===== config.mk =====
export PLATFORM = sky130hd
export DESIGN_NAME = gpu_top
export DESIGN_NICKNAME = d
export VERILOG_FILES = /design/src/source/gpu_pkg.sv /design/src/source/gpu_ifs.sv /design/src/source/compute_cluster.sv /design/src/source/dcr_data.sv /design/src/source/gpu_top.sv /design/src/source/mem_mux.sv
export VERILOG_INCLUDE_DIRS = /design/src /design/src/source
export SDC_FILE = /design/constraint.sdc
export NUM_CORES = 1
export LEC_CHECK = 0
export ABC_AREA = 1
export BUFFER_PORTS_ARGS = -buffer_cell sky130_fd_sc_hd__buf_2
export CAP_MARGIN = 5
export CORE_ASPECT_RATIO = 0.6
export CORE_MARGIN = 1
export CORE_UTILIZATION = 40
export CTS_CLUSTER_DIAMETER = 60
export CTS_CLUSTER_SIZE = 30
export DETAILED_ROUTE_END_ITERATION = 8
export PLACE_DENSITY = 0.68
export SLEW_MARGIN = 25
export SYNTH_ARGS = -nofsm -noshare
export SYNTH_HDL_FRONTEND = slang
export SYNTH_SLANG_ARGS = --single-unit

===== constraint.sdc =====
create_clock -name clk -period 3.41 [get_ports clk]
set_clock_uncertainty 0.15 [all_clocks]
set_input_delay 0.341 -clock clk [delete_from_list [all_inputs] [get_ports clk]]
set_output_delay 0.341 -clock clk [all_outputs]
set_load 0.02 [all_outputs]

===== src/source/gpu_consts.svh =====
`ifndef GPU_CONSTS_SVH
`define GPU_CONSTS_SVH

// cluster layout
`define GPU_NUM_CLUSTERS    2
`define GPU_SLICE_LEN       8   // words per cluster

// memory port widths
`define GPU_ADDR_W          16  // word address
`define GPU_DATA_W          32

// tags
`define GPU_CTAG_W          3   // element index within a slice
`define GPU_MTAG_W          4   // cluster select bit on top of ctag

// device configuration registers
`define GPU_DCR_ADDR_W      4
`define GPU_DCR_SRC         0   // source base
`define GPU_DCR_DST         1   // destination base
`define GPU_DCR_ADD         2   // addend

`endif


===== src/source/gpu_pkg.sv =====
`default_nettype none

`include "gpu_consts.svh"

package gpu_pkg;

    // memory side
    typedef logic [`GPU_ADDR_W-1:0]     mem_addr_t;
    typedef logic [`GPU_DATA_W-1:0]     mem_data_t;

    typedef logic [`GPU_CTAG_W-1:0]     ctag_t;     // per cluster
    typedef logic [`GPU_MTAG_W-1:0]     mtag_t;     // after the mux

    typedef logic [`GPU_DCR_ADDR_W-1:0] dcr_addr_t;

    // cluster streaming FSM
    typedef enum logic [2:0] {
        idle,
        issue_rd,
        wait_rd,
        issue_wr,
        done
    } cluster_state_t;

endpackage

`default_nettype wire


===== src/source/gpu_ifs.sv =====
`timescale 1ns/10ps
`default_nettype none

`include "gpu_consts.svh"

// memory request channel
interface mem_req_if #(
    parameter int TAG_W = `GPU_CTAG_W
);
    import gpu_pkg::*;

    logic             valid;
    logic             rw;       // 1 = write
    mem_addr_t        addr;
    mem_data_t        data;
    logic [TAG_W-1:0] tag;
    logic             ready;

    modport master (
        output valid, rw, addr, data, tag,
        input  ready
    );

    modport slave (
        input  valid, rw, addr, data, tag,
        output ready
    );
endinterface

// read response channel
interface mem_rsp_if #(
    parameter int TAG_W = `GPU_CTAG_W
);
    import gpu_pkg::*;

    logic             valid;
    mem_data_t        data;
    logic [TAG_W-1:0] tag;
    logic             ready;

    modport master (
        output valid, data, tag,
        input  ready
    );

    modport slave (
        input  valid, data, tag,
        output ready
    );
endinterface

// base configuration seen by the clusters
interface dcr_base_if;
    import gpu_pkg::*;

    mem_addr_t src_base;
    mem_addr_t dst_base;
    mem_data_t addend;

    modport source (output src_base, dst_base, addend);
    modport sink (input src_base, dst_base, addend);
endinterface

`default_nettype wire


===== src/source/compute_cluster.sv =====
`timescale 1ns/10ps
`default_nettype none

`include "gpu_consts.svh"

module compute_cluster #(
    parameter int CLUSTER_ID = 0
) (
    input  wire        clk,
    input  wire        arst_n,
    input  wire        start,
    output logic       busy,
    dcr_base_if.sink   dcr_base,
    mem_req_if.master  mem_req,
    mem_rsp_if.slave   mem_rsp
);
    import gpu_pkg::*;

    // first word of this cluster's slice
    localparam mem_addr_t slice_base = mem_addr_t'(CLUSTER_ID * `GPU_SLICE_LEN);
    localparam ctag_t     last_idx   = ctag_t'(`GPU_SLICE_LEN - 1);

    cluster_state_t state;
    ctag_t          idx;
    mem_data_t      sum_r;
    mem_addr_t      offset;

    logic req_fire;
    logic rsp_take;

    assign offset = slice_base + mem_addr_t'(idx);

    // request fields come straight from state, so they hold under stall
    assign mem_req.valid = (state == issue_rd) || (state == issue_wr);
    assign mem_req.rw    = (state == issue_wr);
    assign mem_req.addr  = (state == issue_wr) ? dcr_base.dst_base + offset
                                               : dcr_base.src_base + offset;
    assign mem_req.data  = sum_r;
    assign mem_req.tag   = idx;

    assign mem_rsp.ready = 1'b1;  // sink never stalls

    assign req_fire = mem_req.valid && mem_req.ready;
    assign rsp_take = (state == wait_rd) && mem_rsp.valid && mem_rsp.ready
                      && (mem_rsp.tag == idx);

    always_ff @(posedge clk or negedge arst_n) begin
        if (!arst_n) begin
            state <= idle;
            idx   <= '0;
        end else begin
            case (state)
                idle, done: begin
                    if (start) begin
                        state <= issue_rd;
                        idx   <= '0;
                    end else begin
                        state <= idle;
                    end
                end
                issue_rd: begin
                    if (req_fire) begin
                        state <= wait_rd;
                    end
                end
                wait_rd: begin
                    if (rsp_take) begin
                        state <= issue_wr;
                    end
                end
                issue_wr: begin
                    if (req_fire) begin
                        if (idx == last_idx) begin
                            state <= done;
                        end else begin
                            idx   <= idx + 1'b1;
                            state <= issue_rd;
                        end
                    end
                end
                default: state <= idle;
            endcase
        end
    end

    // read data plus addend, written back on the next request
    always_ff @(posedge clk) begin
        if (rsp_take) begin
            sum_r <= mem_rsp.data + dcr_base.addend;
        end
    end

    assign busy = (state == issue_rd) || (state == wait_rd) || (state == issue_wr);

endmodule

`default_nettype wire


===== src/source/dcr_data.sv =====
`timescale 1ns/10ps
`default_nettype none

`include "gpu_consts.svh"

module dcr_data (
    input  wire                    clk,
    input  wire                    arst_n,
    input  wire                    dcr_wr_valid,
    input  wire gpu_pkg::dcr_addr_t dcr_wr_addr,
    input  wire gpu_pkg::mem_data_t dcr_wr_data,
    output logic                   dcr_wr_ready,
    input  wire                    busy,          // system busy
    dcr_base_if.source             dcr_base
);
    import gpu_pkg::*;

    mem_addr_t src_base_r;
    mem_addr_t dst_base_r;
    mem_data_t addend_r;

    logic wr_fire;

    assign dcr_wr_ready = !busy;  // locked during a run
    assign wr_fire      = dcr_wr_valid && dcr_wr_ready;

    always_ff @(posedge clk or negedge arst_n) begin
        if (!arst_n) begin
            src_base_r <= '0;
            dst_base_r <= '0;
            addend_r   <= '0;
        end else if (wr_fire) begin
            case (dcr_wr_addr)
                dcr_addr_t'(`GPU_DCR_SRC): src_base_r <= dcr_wr_data[`GPU_ADDR_W-1:0];
                dcr_addr_t'(`GPU_DCR_DST): dst_base_r <= dcr_wr_data[`GPU_ADDR_W-1:0];
                dcr_addr_t'(`GPU_DCR_ADD): addend_r   <= dcr_wr_data;
                default: ;                // unknown address, dropped
            endcase
        end
    end

    assign dcr_base.src_base = src_base_r;
    assign dcr_base.dst_base = dst_base_r;
    assign dcr_base.addend   = addend_r;

endmodule

`default_nettype wire


===== src/source/gpu_top.sv =====
`timescale 1ns/10ps
`default_nettype none

`include "gpu_consts.svh"

module gpu_top (
    input  wire                     clk,
    input  wire                     arst_n,

    output logic                    mem_req_valid,
    output logic                    mem_req_rw,
    output gpu_pkg::mem_addr_t      mem_req_addr,
    output gpu_pkg::mem_data_t      mem_req_data,
    output gpu_pkg::mtag_t          mem_req_tag,
    input  wire                     mem_req_ready,

    input  wire                     mem_rsp_valid,
    input  wire gpu_pkg::mem_data_t mem_rsp_data,
    input  wire gpu_pkg::mtag_t     mem_rsp_tag,
    output logic                    mem_rsp_ready,

    input  wire                     dcr_wr_valid,
    input  wire gpu_pkg::dcr_addr_t dcr_wr_addr,
    input  wire gpu_pkg::mem_data_t dcr_wr_data,
    output logic                    dcr_wr_ready,

    input  wire                     start,
    output logic                    busy
);
    mem_req_if #(.TAG_W(`GPU_MTAG_W)) mem_req_bus ();
    mem_rsp_if #(.TAG_W(`GPU_MTAG_W)) mem_rsp_bus ();

    mem_req_if #(.TAG_W(`GPU_CTAG_W)) cl_req [`GPU_NUM_CLUSTERS] ();
    mem_rsp_if #(.TAG_W(`GPU_CTAG_W)) cl_rsp [`GPU_NUM_CLUSTERS] ();

    dcr_base_if dcr_base ();

    logic [`GPU_NUM_CLUSTERS-1:0] cluster_busy;
    logic                         start_go;

    assign mem_req_valid     = mem_req_bus.valid;
    assign mem_req_rw        = mem_req_bus.rw;
    assign mem_req_addr      = mem_req_bus.addr;
    assign mem_req_data      = mem_req_bus.data;
    assign mem_req_tag       = mem_req_bus.tag;
    assign mem_req_bus.ready = mem_req_ready;

    assign mem_rsp_bus.valid = mem_rsp_valid;
    assign mem_rsp_bus.data  = mem_rsp_data;
    assign mem_rsp_bus.tag   = mem_rsp_tag;
    assign mem_rsp_ready     = mem_rsp_bus.ready;

    assign start_go = start && !busy;  // no restart mid-run

    dcr_data u_dcr_data (
        .clk          (clk),
        .arst_n       (arst_n),
        .dcr_wr_valid (dcr_wr_valid),
        .dcr_wr_addr  (dcr_wr_addr),
        .dcr_wr_data  (dcr_wr_data),
        .dcr_wr_ready (dcr_wr_ready),
        .busy         (busy),
        .dcr_base     (dcr_base)
    );

    for (genvar i = 0; i < `GPU_NUM_CLUSTERS; i++) begin : g_cluster
        compute_cluster #(
            .CLUSTER_ID (i)
        ) u_cluster (
            .clk      (clk),
            .arst_n   (arst_n),
            .start    (start_go),
            .busy     (cluster_busy[i]),
            .dcr_base (dcr_base),
            .mem_req  (cl_req[i]),
            .mem_rsp  (cl_rsp[i])
        );
    end

    assign busy = |cluster_busy;

    mem_mux u_mem_mux (
        .clk     (clk),
        .arst_n  (arst_n),
        .req_in  (cl_req),
        .rsp_in  (cl_rsp),
        .req_out (mem_req_bus),
        .rsp_out (mem_rsp_bus)
    );

endmodule

`default_nettype wire


===== src/source/mem_mux.sv =====
`timescale 1ns/10ps
`default_nettype none

`include "gpu_consts.svh"

module mem_mux (
    input  wire       clk,
    input  wire       arst_n,
    mem_req_if.slave  req_in [`GPU_NUM_CLUSTERS],
    mem_rsp_if.master rsp_in [`GPU_NUM_CLUSTERS],
    mem_req_if.master req_out,
    mem_rsp_if.slave  rsp_out
);
    import gpu_pkg::*;

    localparam int n     = `GPU_NUM_CLUSTERS;
    localparam int sel_w = `GPU_MTAG_W - `GPU_CTAG_W;

    typedef logic [sel_w-1:0] sel_t;

    logic [n-1:0] req_valid;
    logic [n-1:0] req_rw;
    mem_addr_t    req_addr [n];
    mem_data_t    req_data [n];
    ctag_t        req_tag  [n];
    logic [n-1:0] rsp_ready;

    sel_t rr_ptr;      // highest priority next time
    sel_t pick_idx;
    sel_t grant_idx;
    sel_t hold_idx_r;
    sel_t rsp_sel;
    logic hold_r;      // stalled grant stays put
    logic req_fire;

    // flatten the interface arrays
    for (genvar i = 0; i < n; i++) begin : g_port
        assign req_valid[i] = req_in[i].valid;
        assign req_rw[i]    = req_in[i].rw;
        assign req_addr[i]  = req_in[i].addr;
        assign req_data[i]  = req_in[i].data;
        assign req_tag[i]   = req_in[i].tag;
        assign req_in[i].ready = req_out.ready && (grant_idx == sel_t'(i));

        assign rsp_in[i].valid = rsp_out.valid && (rsp_sel == sel_t'(i));
        assign rsp_in[i].data  = rsp_out.data;
        assign rsp_in[i].tag   = rsp_out.tag[`GPU_CTAG_W-1:0];
        assign rsp_ready[i]    = rsp_in[i].ready;
    end

    // round-robin search from rr_ptr
    always_comb begin
        sel_t cand;
        logic found;
        pick_idx = rr_ptr;
        found    = 1'b0;
        for (int k = 0; k < n; k++) begin
            cand = sel_t'((int'(rr_ptr) + k) % n);
            if (!found && req_valid[cand]) begin
                pick_idx = cand;
                found    = 1'b1;
            end
        end
    end

    assign grant_idx = hold_r ? hold_idx_r : pick_idx;

    assign req_out.valid = |req_valid;
    assign req_out.rw    = req_rw[grant_idx];
    assign req_out.addr  = req_addr[grant_idx];
    assign req_out.data  = req_data[grant_idx];
    assign req_out.tag   = {grant_idx, req_tag[grant_idx]};  // cluster id on top

    assign req_fire = req_out.valid && req_out.ready;

    always_ff @(posedge clk or negedge arst_n) begin
        if (!arst_n) begin
            rr_ptr     <= '0;
            hold_r     <= 1'b0;
            hold_idx_r <= '0;
        end else begin
            hold_r     <= req_out.valid && !req_out.ready;
            hold_idx_r <= grant_idx;
            if (req_fire) begin
                rr_ptr <= sel_t'((int'(grant_idx) + 1) % n);
            end
        end
    end

    // response goes back to the cluster named in the tag
    assign rsp_sel       = rsp_out.tag[`GPU_MTAG_W-1 -: sel_w];
    assign rsp_out.ready = rsp_ready[rsp_sel];

endmodule

`default_nettype wire


==> run summary, run 1 <==
Most frequent cells in the layout -> nand2_1, inv_1, buf_2, nor2_1, dfrtp_1
Setup-failing EPs final -> 0
Max cap viols -> 0
Final slew viol count -> 0
TNS Setup -> 0 ns
Data arrival, critical path -> 2.75 ns
Post-DR wirelength/cell -> 16.47 um
RePlAce Congestion -> 0.9157
Clock root buffer -> clkbuf_16
CP dominant cell by count -> nand2_1
Slew headroom -> 54.32%
Filler cells -> 2,231
Post-synth EDFFs -> 64
RSZ-0062 raised after global routing -> false
Core box area -> 22,540 sq um
GRT Residual Overflow -> 0
Setup crit start kind -> flop
Async SR Flop Fraction -> 55.24%
Leading cell type in the layout, fill and taps excluded -> nand2_1
Critical path's slowest cell -> dfrtp_2
Port Buf Inserts -> 133
CP Class -> reg -> out
CTS clk-pin slew, worst paths -> 0.06 ns
CP required -> 2.92 ns
Final Routed Wirelength -> 28.73 mm
Largest net degree at the start of global routing -> 65
Mapped Cells -> 1,273
Leak Pwr -> 0.005642 uW
Critical Path Fanout Max -> 10
Status -> finished clean
Hold Crit Class -> in -> reg
CTS Sinks -> 143
Area delta synth->final -> 19.38%
Max Buffers Root-to-Sink -> 2
Final worst-path cycle share -> 95.12%
Fin crit period -> 3.244 ns
Yosys warns -> 0
IO Pins -> 135
Row count -> 42
Mapped Area -> 9389 sq um
Initial antenna violation count -> 5
Total track usage -> 24.72%
Vias per cell -> 5.064
Primary FF master, synth -> dfrtp_1
Initial Utilization -> 41.65%
Die area -> 24,110 sq um
Post-synthesis cell type count -> 47
Peak supply drop -> 0.4641 mV
Pwr per Cell Area -> 777.0 nW/um^2
Worst setup EP type -> primary output
Skew-Pair Late Insertion Delay -> 0.43 ns
First-pass detailed-route iteration total -> 5
Die extent in y -> 120.7 um
DRC -> 0
H-tree Lvls -> 4
DRT antenna net count -> 0
DP Wirelength -> 22.11 mm
Global-route wire length before repair -> 43.80 mm
Die W -> 199.8 um
Vias after detailed routing -> 8,831
CTS tree -> yes
Peak Freq -> 308.3 MHz
Critical path, cell by cell -> inv_2 > nand3_4 > nand2_1 > o21ai_1 > ha_2 > fa_1 > nand2_1 > nand2_1 > nand3_4 > nor2_4 > a21oi_1 > o21ai_0 > nand2_1 > buf_2
Number of CTS-inserted buffers -> 17
Initial drt markers -> 1,015
Utilization after layout -> 49.72%
Synth Net Count -> 1,395
CP max stage delay -> 0.45 ns
Hold Vio Cnt, Final -> 0
Vias in the first global route -> 7,757
Register bit count reported by yosys -> 143
Least-Margin Pin Slew -> 0.6844 ns
Share of layout cells above drive strength 1 -> 16.04%
Layout Nets -> 1,543
Post-Syn Area per Cell -> 7.375 sq um
Post-synthesis sequential area ratio -> 41.52%
## synth_stat cells, drive strengths merged, types with 4 or more instances
master / n / area, sq um
buf: 24 / 177.7
a21o: 4 / 30.03
inv: 150 / 563.0
o21ai: 115 / 594.3
dfrtp: 79 / 1977
nand2: 485 / 1858
ha: 41 / 513.0
nor3: 10 / 50.05
nor2: 102 / 436.7
o21bai: 8 / 60.06
nand4: 19 / 133.9
edfxtp: 64 / 1922
clkbuf: 10 / 40.04
a21oi: 41 / 205.2
nand3: 76 / 420.4
xnor2: 7 / 61.31
xor2: 17 / 148.9
## report_power, final
group / switching, uW / internal (uW) / leakage (uW)
clock network: 780 / 1160 / 0.000289
registers: 256 / 2170 / 0.00164
logic: 3040 / 1300 / 0.00371
total: 4080 / 4630 / 0.00564
## worst max-delay path: cells and delay by family (launching register included)
| family | cells | cell delay [ns] |
|---|---|---|
| AO/OA/AOI/OAI | 3 | 0.28 |
| adder cells (fa/ha/maj) | 2 | 0.59 |
| buffers and inverters | 2 | 0.28 |
| flip-flops | 1 | 0.45 |
| AND/OR/NAND/NOR | 7 | 0.74 |
## through the flow
step	area (sq um)	instances	power (uW)	setup slack (ns)	hold WS [ns]
3_5_place_dp	10350	1690	6697	0.3604	0.2800
4_1_cts	11140	1740	8675	0.01055	0.04600
5_1_grt	11200	1742	9284	0.0007261	0.08181
3_3_place_gp	10330	1689	6638	0.4577	0.3175
6_report	11210	1744	8709	0.1665	0.06252
2_1_floorplan	9394	1273	5325	0.4090	-0.1046
## registers in the layout (all words and copies together) (netlist names)
signal                            cells
u_mem_mux.rr_ptr                      1
u_dcr_data.dcr_base.src_base         16
u_mem_mux.hold_r                      1
u_mem_mux.hold_idx_r                  1
u_dcr_data.dcr_base.addend           32
u_dcr_data.dcr_base.dst_base         16
g_cluster.u_cluster.state             6
g_cluster.u_cluster.mem_req.data     64
g_cluster.u_cluster.mem_req.tag       6
## what timing repair did
item,CTS,global route
pin swaps,0,2
hold buffers,18,0
buffers inserted,0,1
hold endpoints to repair,63,0
cloned,0,1
endpoints found under the setup margin,8,11
gates resized for setup,3,14
## final cells by class
type / instances / area, sq um / share of cell area [%]
Antenna cell: 2 / 5.005 / 0.04465
Clock buffer: 17 / 425.4 / 3.796
Clock inverter: 15 / 183.9 / 1.641
Inverter: 150 / 565.5 / 5.046
Multi-Input combinational cell: 947 / 4771 / 42.57
Sequential cell: 143 / 3904 / 34.83
Tap cell: 308 / 385.4 / 3.438
Timing Repair Buffer: 162 / 968.4 / 8.640
## per-layer routing
metal / part of all wire, % / vias to the layer above / global-route usage (%)
li1: - / 4416 / -
met1: 53 / 4036 / 40.92
met2: 36 / 349 / 31.03
met3: 10 / 26 / 5.886
met4: 0.88 / 4 / 5.200
met5: 0.087 / - / 0
## path summary, 6_finish.rpt
check | start | end | slack, ns | depth (start not counted)
worst max register to register | u_dcr_data.dcr_base.addend[0] | g_cluster[0].u_cluster.mem_req.data[12] | 0.62 | 10
max in group asynchronous | arst_n | g_cluster[1].u_cluster.state[2] | 2.14 | 3
min in group asynchronous | arst_n | g_cluster[0].u_cluster.mem_req.tag[0] | 0.35 | 2
worst max-delay path | g_cluster[0].u_cluster.state[2] | mem_req_addr[6] | 0.17 | 14
worst min-delay path | dcr_wr_data[4] | u_dcr_data.dcr_base.addend[4] | 0.06 | 3
worst min register to register | u_dcr_data.dcr_base.addend[20] | u_dcr_data.dcr_base.addend[20] | 0.34 | 2
## cell families after synthesis
kind of cell               count (synthesis)  synth area share (%)
AOI/OAI and AO/OA                        176                 10.25
xor gates and xnor gates                  24                 2.239
DFF                                      143                 41.52
and+or+nand+nor                          701                 31.53
other                                      1               0.03994
buffers and inverters                    184                 8.315
adders and majority gates                 44                 6.103
(Power assumes the default switching activity.)
==> inputs of run 2 (changes only) <==
Settings changed: ABC_AREA 1 to 0, PLACE_DENSITY 0.68 to 0.69.
==> run 2 against run 1 <==
Net effect: via count shrank 20%; wire length shrank 20%; cell area shrank 2.7%; critical path depth shrank 2; highest routed layer unchanged; the flow now finishes with violations (setup timing); utilization grew 1.1 points; area after synthesis shrank 4.8%; combinational power shrank 14%; largest power group unchanged; die area shrank 4.7%; maximum frequency shrank 14%; clock power shrank 9.8%; hold slack lost 0.022 ns; sequential power shrank 3%.
==> run summary, run 2 <==
Yosys warns -> 0 (unchanged)
IO Pins -> 135 (unchanged)
Hold Crit Class -> in -> reg
Initial antenna violation count -> 2 (-3)
Post-Syn Area per Cell -> 10.24 sq um (+39%)
Core box area -> 21,440 sq um (-4.9%)
RePlAce Congestion -> 0.8350 (-8.8%)
Hold Path Stages -> 2 (-1)
Post-synthesis sequential area ratio -> 43.60% (+2.1 points)
First-pass detailed-route iteration total -> 5 (unchanged)
Synth top cells by count -> nand2_1, dfrtp_1, edfxtp_1, a21oi_1, mux2_2
CP required -> 2.92 ns (about the same)
Fin crit period -> 3.787 ns (+0.5439 ns)
Critical Path Fanout Max -> 6 (-4)
Area share of the largest cell type after synthesis -> 22.11% (+1.1 points)
Vias in the first global route -> 6,729 (-13%)
PnR worst setup slack -> -0.3775 ns (-0.5439 ns)
Most frequent cells in the layout -> nand2_1, buf_2, dfrtp_1, edfxtp_1
Leading cell type in the layout, fill and taps excluded -> nand2_1
Clock root buffer -> clkbuf_16
Slew headroom -> 53.43% (-0.89 points)
Register bit count reported by yosys -> 143 (unchanged)
Final non-filler cell total -> 1,323 (-24%)
Least-Margin Pin Slew -> 0.6986 ns (+0.01419 ns)
Post-Place Cells -> 1,264 (-25%)
Cell family with the largest share of critical-path delay -> compound AO/OA/AOI/OAI gates
Final slew viol count -> 0 (unchanged)
Post-synthesis cell type count -> 73 (+55%)
Synth Net Count -> 995 (-29%)
Peak supply drop -> 0.3638 mV (-22%)
CP Class -> reg -> out
Post-synthesis adder-cell area fraction -> 6.521% (+0.42 points)
GRT Residual Overflow -> 0 (unchanged)
Buffers & Inverters on Critical Path -> 3 (+1)
Hold Vio Cnt, Final -> 0 (unchanged)
Primary FF master, synth -> dfrtp_1
Largest family of logic cells by synthesized area -> simple AND/OR/NAND/NOR gates
Setup crit start kind -> flop
Reg2reg path depth -> 11 (+1)
Row count -> 41 (-2.4%)
Area delta synth->final -> 21.93%
Overall power -> 7830 uW (-10%)
CTS Sinks -> 143 (unchanged)
Area leader, netlist -> dfrtp_1
Max cap viols -> 0 (unchanged)
Initial Utilization -> 41.70% (+0.050 points)
Post-Synth Simple-Gate Area -> 15.84% (-16 points)
Filler cells -> 2,003 (-10%)
Complex-gate fraction of the synthesized area -> 11.54% (+1.3 points)
Setup-failing EPs final -> 10 (+10)
Final Routed Wirelength -> 23.02 mm (-20%)
Total track usage -> 20.71% (-4.0 points)
Synth Area in XOR/XNOR -> 6.563% (+4.3 points)
Skew-Pair Late Insertion Delay -> 0.42 ns (about the same)
Largest net degree at the start of global routing -> 60 (-7.7%)
Vias per cell -> 5.330 (+5.3%)
Pwr per Cell Area -> 718.2 nW/um^2 (-7.6%)
CP dominant cell by count -> buf_4
Post-synth EDFFs -> 64 (unchanged)
Data arrival, critical path -> 3.30 ns (+0.55 ns)
H-tree Lvls -> 4 (unchanged)
Failing checks -> setup timing
Layout Nets -> 1,153 (-25%)
Number of flip-flops in the largest register -> 64 (unchanged)
TNS Setup -> -2.291 ns (-2.291 ns)
Async SR Flop Fraction -> 55.24% (unchanged)
DRC -> 0 (unchanged)
DP Wirelength -> 16.67 mm (-25%)
ANT cells -> 0 (-2)
Worst setup EP type -> primary output
Leak Pwr -> 0.005190 uW (-8.0%)
Die area -> 22,970 sq um (-4.7%)
RSZ-0062 raised after global routing -> true
CTS clk-pin slew, worst paths -> 0.06 ns (about the same)
Port Buf Inserts -> 133 (unchanged)
Die W -> 195.0 um (-2.4%)
CP max stage delay -> 0.37 ns (-0.08 ns)
Global-route wire length before repair -> 36.99 mm (-16%)
Die extent in y -> 117.8 um (-2.4%)
Number of CTS-inserted buffers -> 17 (unchanged)
Post-synthesis mux area share -> 12.12% (+12 points)
Initial drt markers -> 564 (-44%)
Critical path's slowest cell -> dfrtp_1
CTS tree -> yes
Status -> finished, violations left
Count leader, synth -> nand2_1
Post-DR wirelength/cell -> 17.40 um (+5.6%)
Top area cells in the synthesized netlist -> dfrtp_1, edfxtp_1, nand2_1, ha_1, mux2_2
Mapped Cells -> 873 (-31%)
Mapped Area -> 8941 sq um (-4.8%)
Final worst-path cycle share -> 111.1% (+16 points)
DRT antenna net count -> 0 (unchanged)
Max Buffers Root-to-Sink -> 2 (unchanged)
Share of layout cells above drive strength 1 -> 29.50% (+13 points)
Critical path, cell by cell -> nand3b_4 > buf_4 > mux2_4 > ha_1 > a21o_1 > a211oi_2 > o32ai_2 > buf_4 > nand4_1 > xor2_1 > o311ai_2 > buf_4
Stages on the worst setup path -> 12 (-2)
Vias after detailed routing -> 7,051 (-20%)
Peak Freq -> 264.0 MHz (-14%)
## run 2: cell count changes in the layout (fill, tap and decap cells not counted), moves of 32 or more
cell     delta
nor2_1     -60
o21ai_0    -35
mux2_4     +32
inv_1     -130
o21ai_1    -38
buf_4      +36
nand3_1    -43
mux2_2     +40
nand2_1   -296
## run 2: timing repair
item / CTS / global route
buffers inserted: 6 / 4
hold buffers: 17 / 0
pin swaps: 6 / 9
hold endpoints to repair: 56 / 0
gates resized for setup: 14 / 19
setup endpoints to repair: 10 / 12
## run 2: layout make-up
cell class / instances / area [sq um] / area share (%)
repair buffers: 189 / 1171 / 10.74
clock buffers: 23 / 447.9 / 4.109
multi-input cells: 666 / 4886 / 44.82
inverters: 14 / 52.55 / 0.4820
well taps: 279 / 349.1 / 3.202
flip-flops and latches: 143 / 3901 / 35.79
clock inverters: 9 / 93.84 / 0.8608
## run 2: worst paths after layout
path / startpoint / end / slack, ns
min in group asynchronous: arst_n / u_dcr_data.dcr_base.src_base[15] / 0.31
hold / removal: dcr_wr_data[11] / u_dcr_data.dcr_base.addend[11] / 0.04
setup reg to reg: u_dcr_data.dcr_base.addend[0] / g_cluster[0].u_cluster.mem_req.data[28] / 0.26
setup / recovery: g_cluster[1].u_cluster.state[2] / mem_req_addr[13] / -0.38
max in group asynchronous: arst_n / u_dcr_data.dcr_base.addend[11] / 2.02
hold reg to reg: u_dcr_data.dcr_base.addend[27] / u_dcr_data.dcr_base.addend[27] / 0.36
## run 2: cells by family (layout without fill, tap and decap cells)
| logic type | Yosys count | after routing |
|---|---|---|
| mux | 88 | 88 |
| other cells | 1 | 1 |
| fa+ha+maj | 45 | 45 |
| flops | 143 | 143 |
| simple gates | 305 | 305 |
| buf+inv | 64 | 235 |
| compound gates | 160 | 160 |
| xor+xnor | 67 | 67 |
## run 2: power breakdown
part,total (uW),switching (uW),internal (uW),leakage [uW]
Clock,1750,685,1060,0.000261
Sequential,2350,266,2080,0.00164
Combinational,3730,2300,1440,0.00329
Total,7830,3250,4580,0.00519
## run 2: per-stage QoR
step | setup WS (ns) | util [%] | area [sq um] | hold WS (ns)
global placement | 0.1621 | 46.60 | 9993 | 0.2328
floorplan | -0.01598 | - | 9007 | -0.1046
finish | -0.3775 | 50.84 | 10900 | 0.04072
global route | -0.5388 | 50.84 | 10900 | 0.03168
detailed placement | 0.09201 | 46.60 | 9993 | 0.2366
CTS | -0.3695 | 50.41 | 10810 | 0.01311
## run 2: routing by layer
metal  global-route usage [%]  share of wire [%]  vias to the layer above
met4                    5.266               0.94                        4
li1                         -                  -                     3431
met5                        0               0.12                        -
met2                    28.30                 41                      194
met3                    4.842                6.5                       24
met1                    32.17                 52                     3398
## run 2: worst register-to-register path, cell delays in order (launching register included)
cell and delay [ns]:
dfrtp_1 0.37, ha_1 0.21, inv_1 0.07, fa_1 0.19, nor2b_1 0.07, o31a_1 0.30
o31ai_2 0.33, a21oi_1 0.19, a21oi_1 0.34, nor2_1 0.10, o41a_1 0.39, xor2_1 0.16
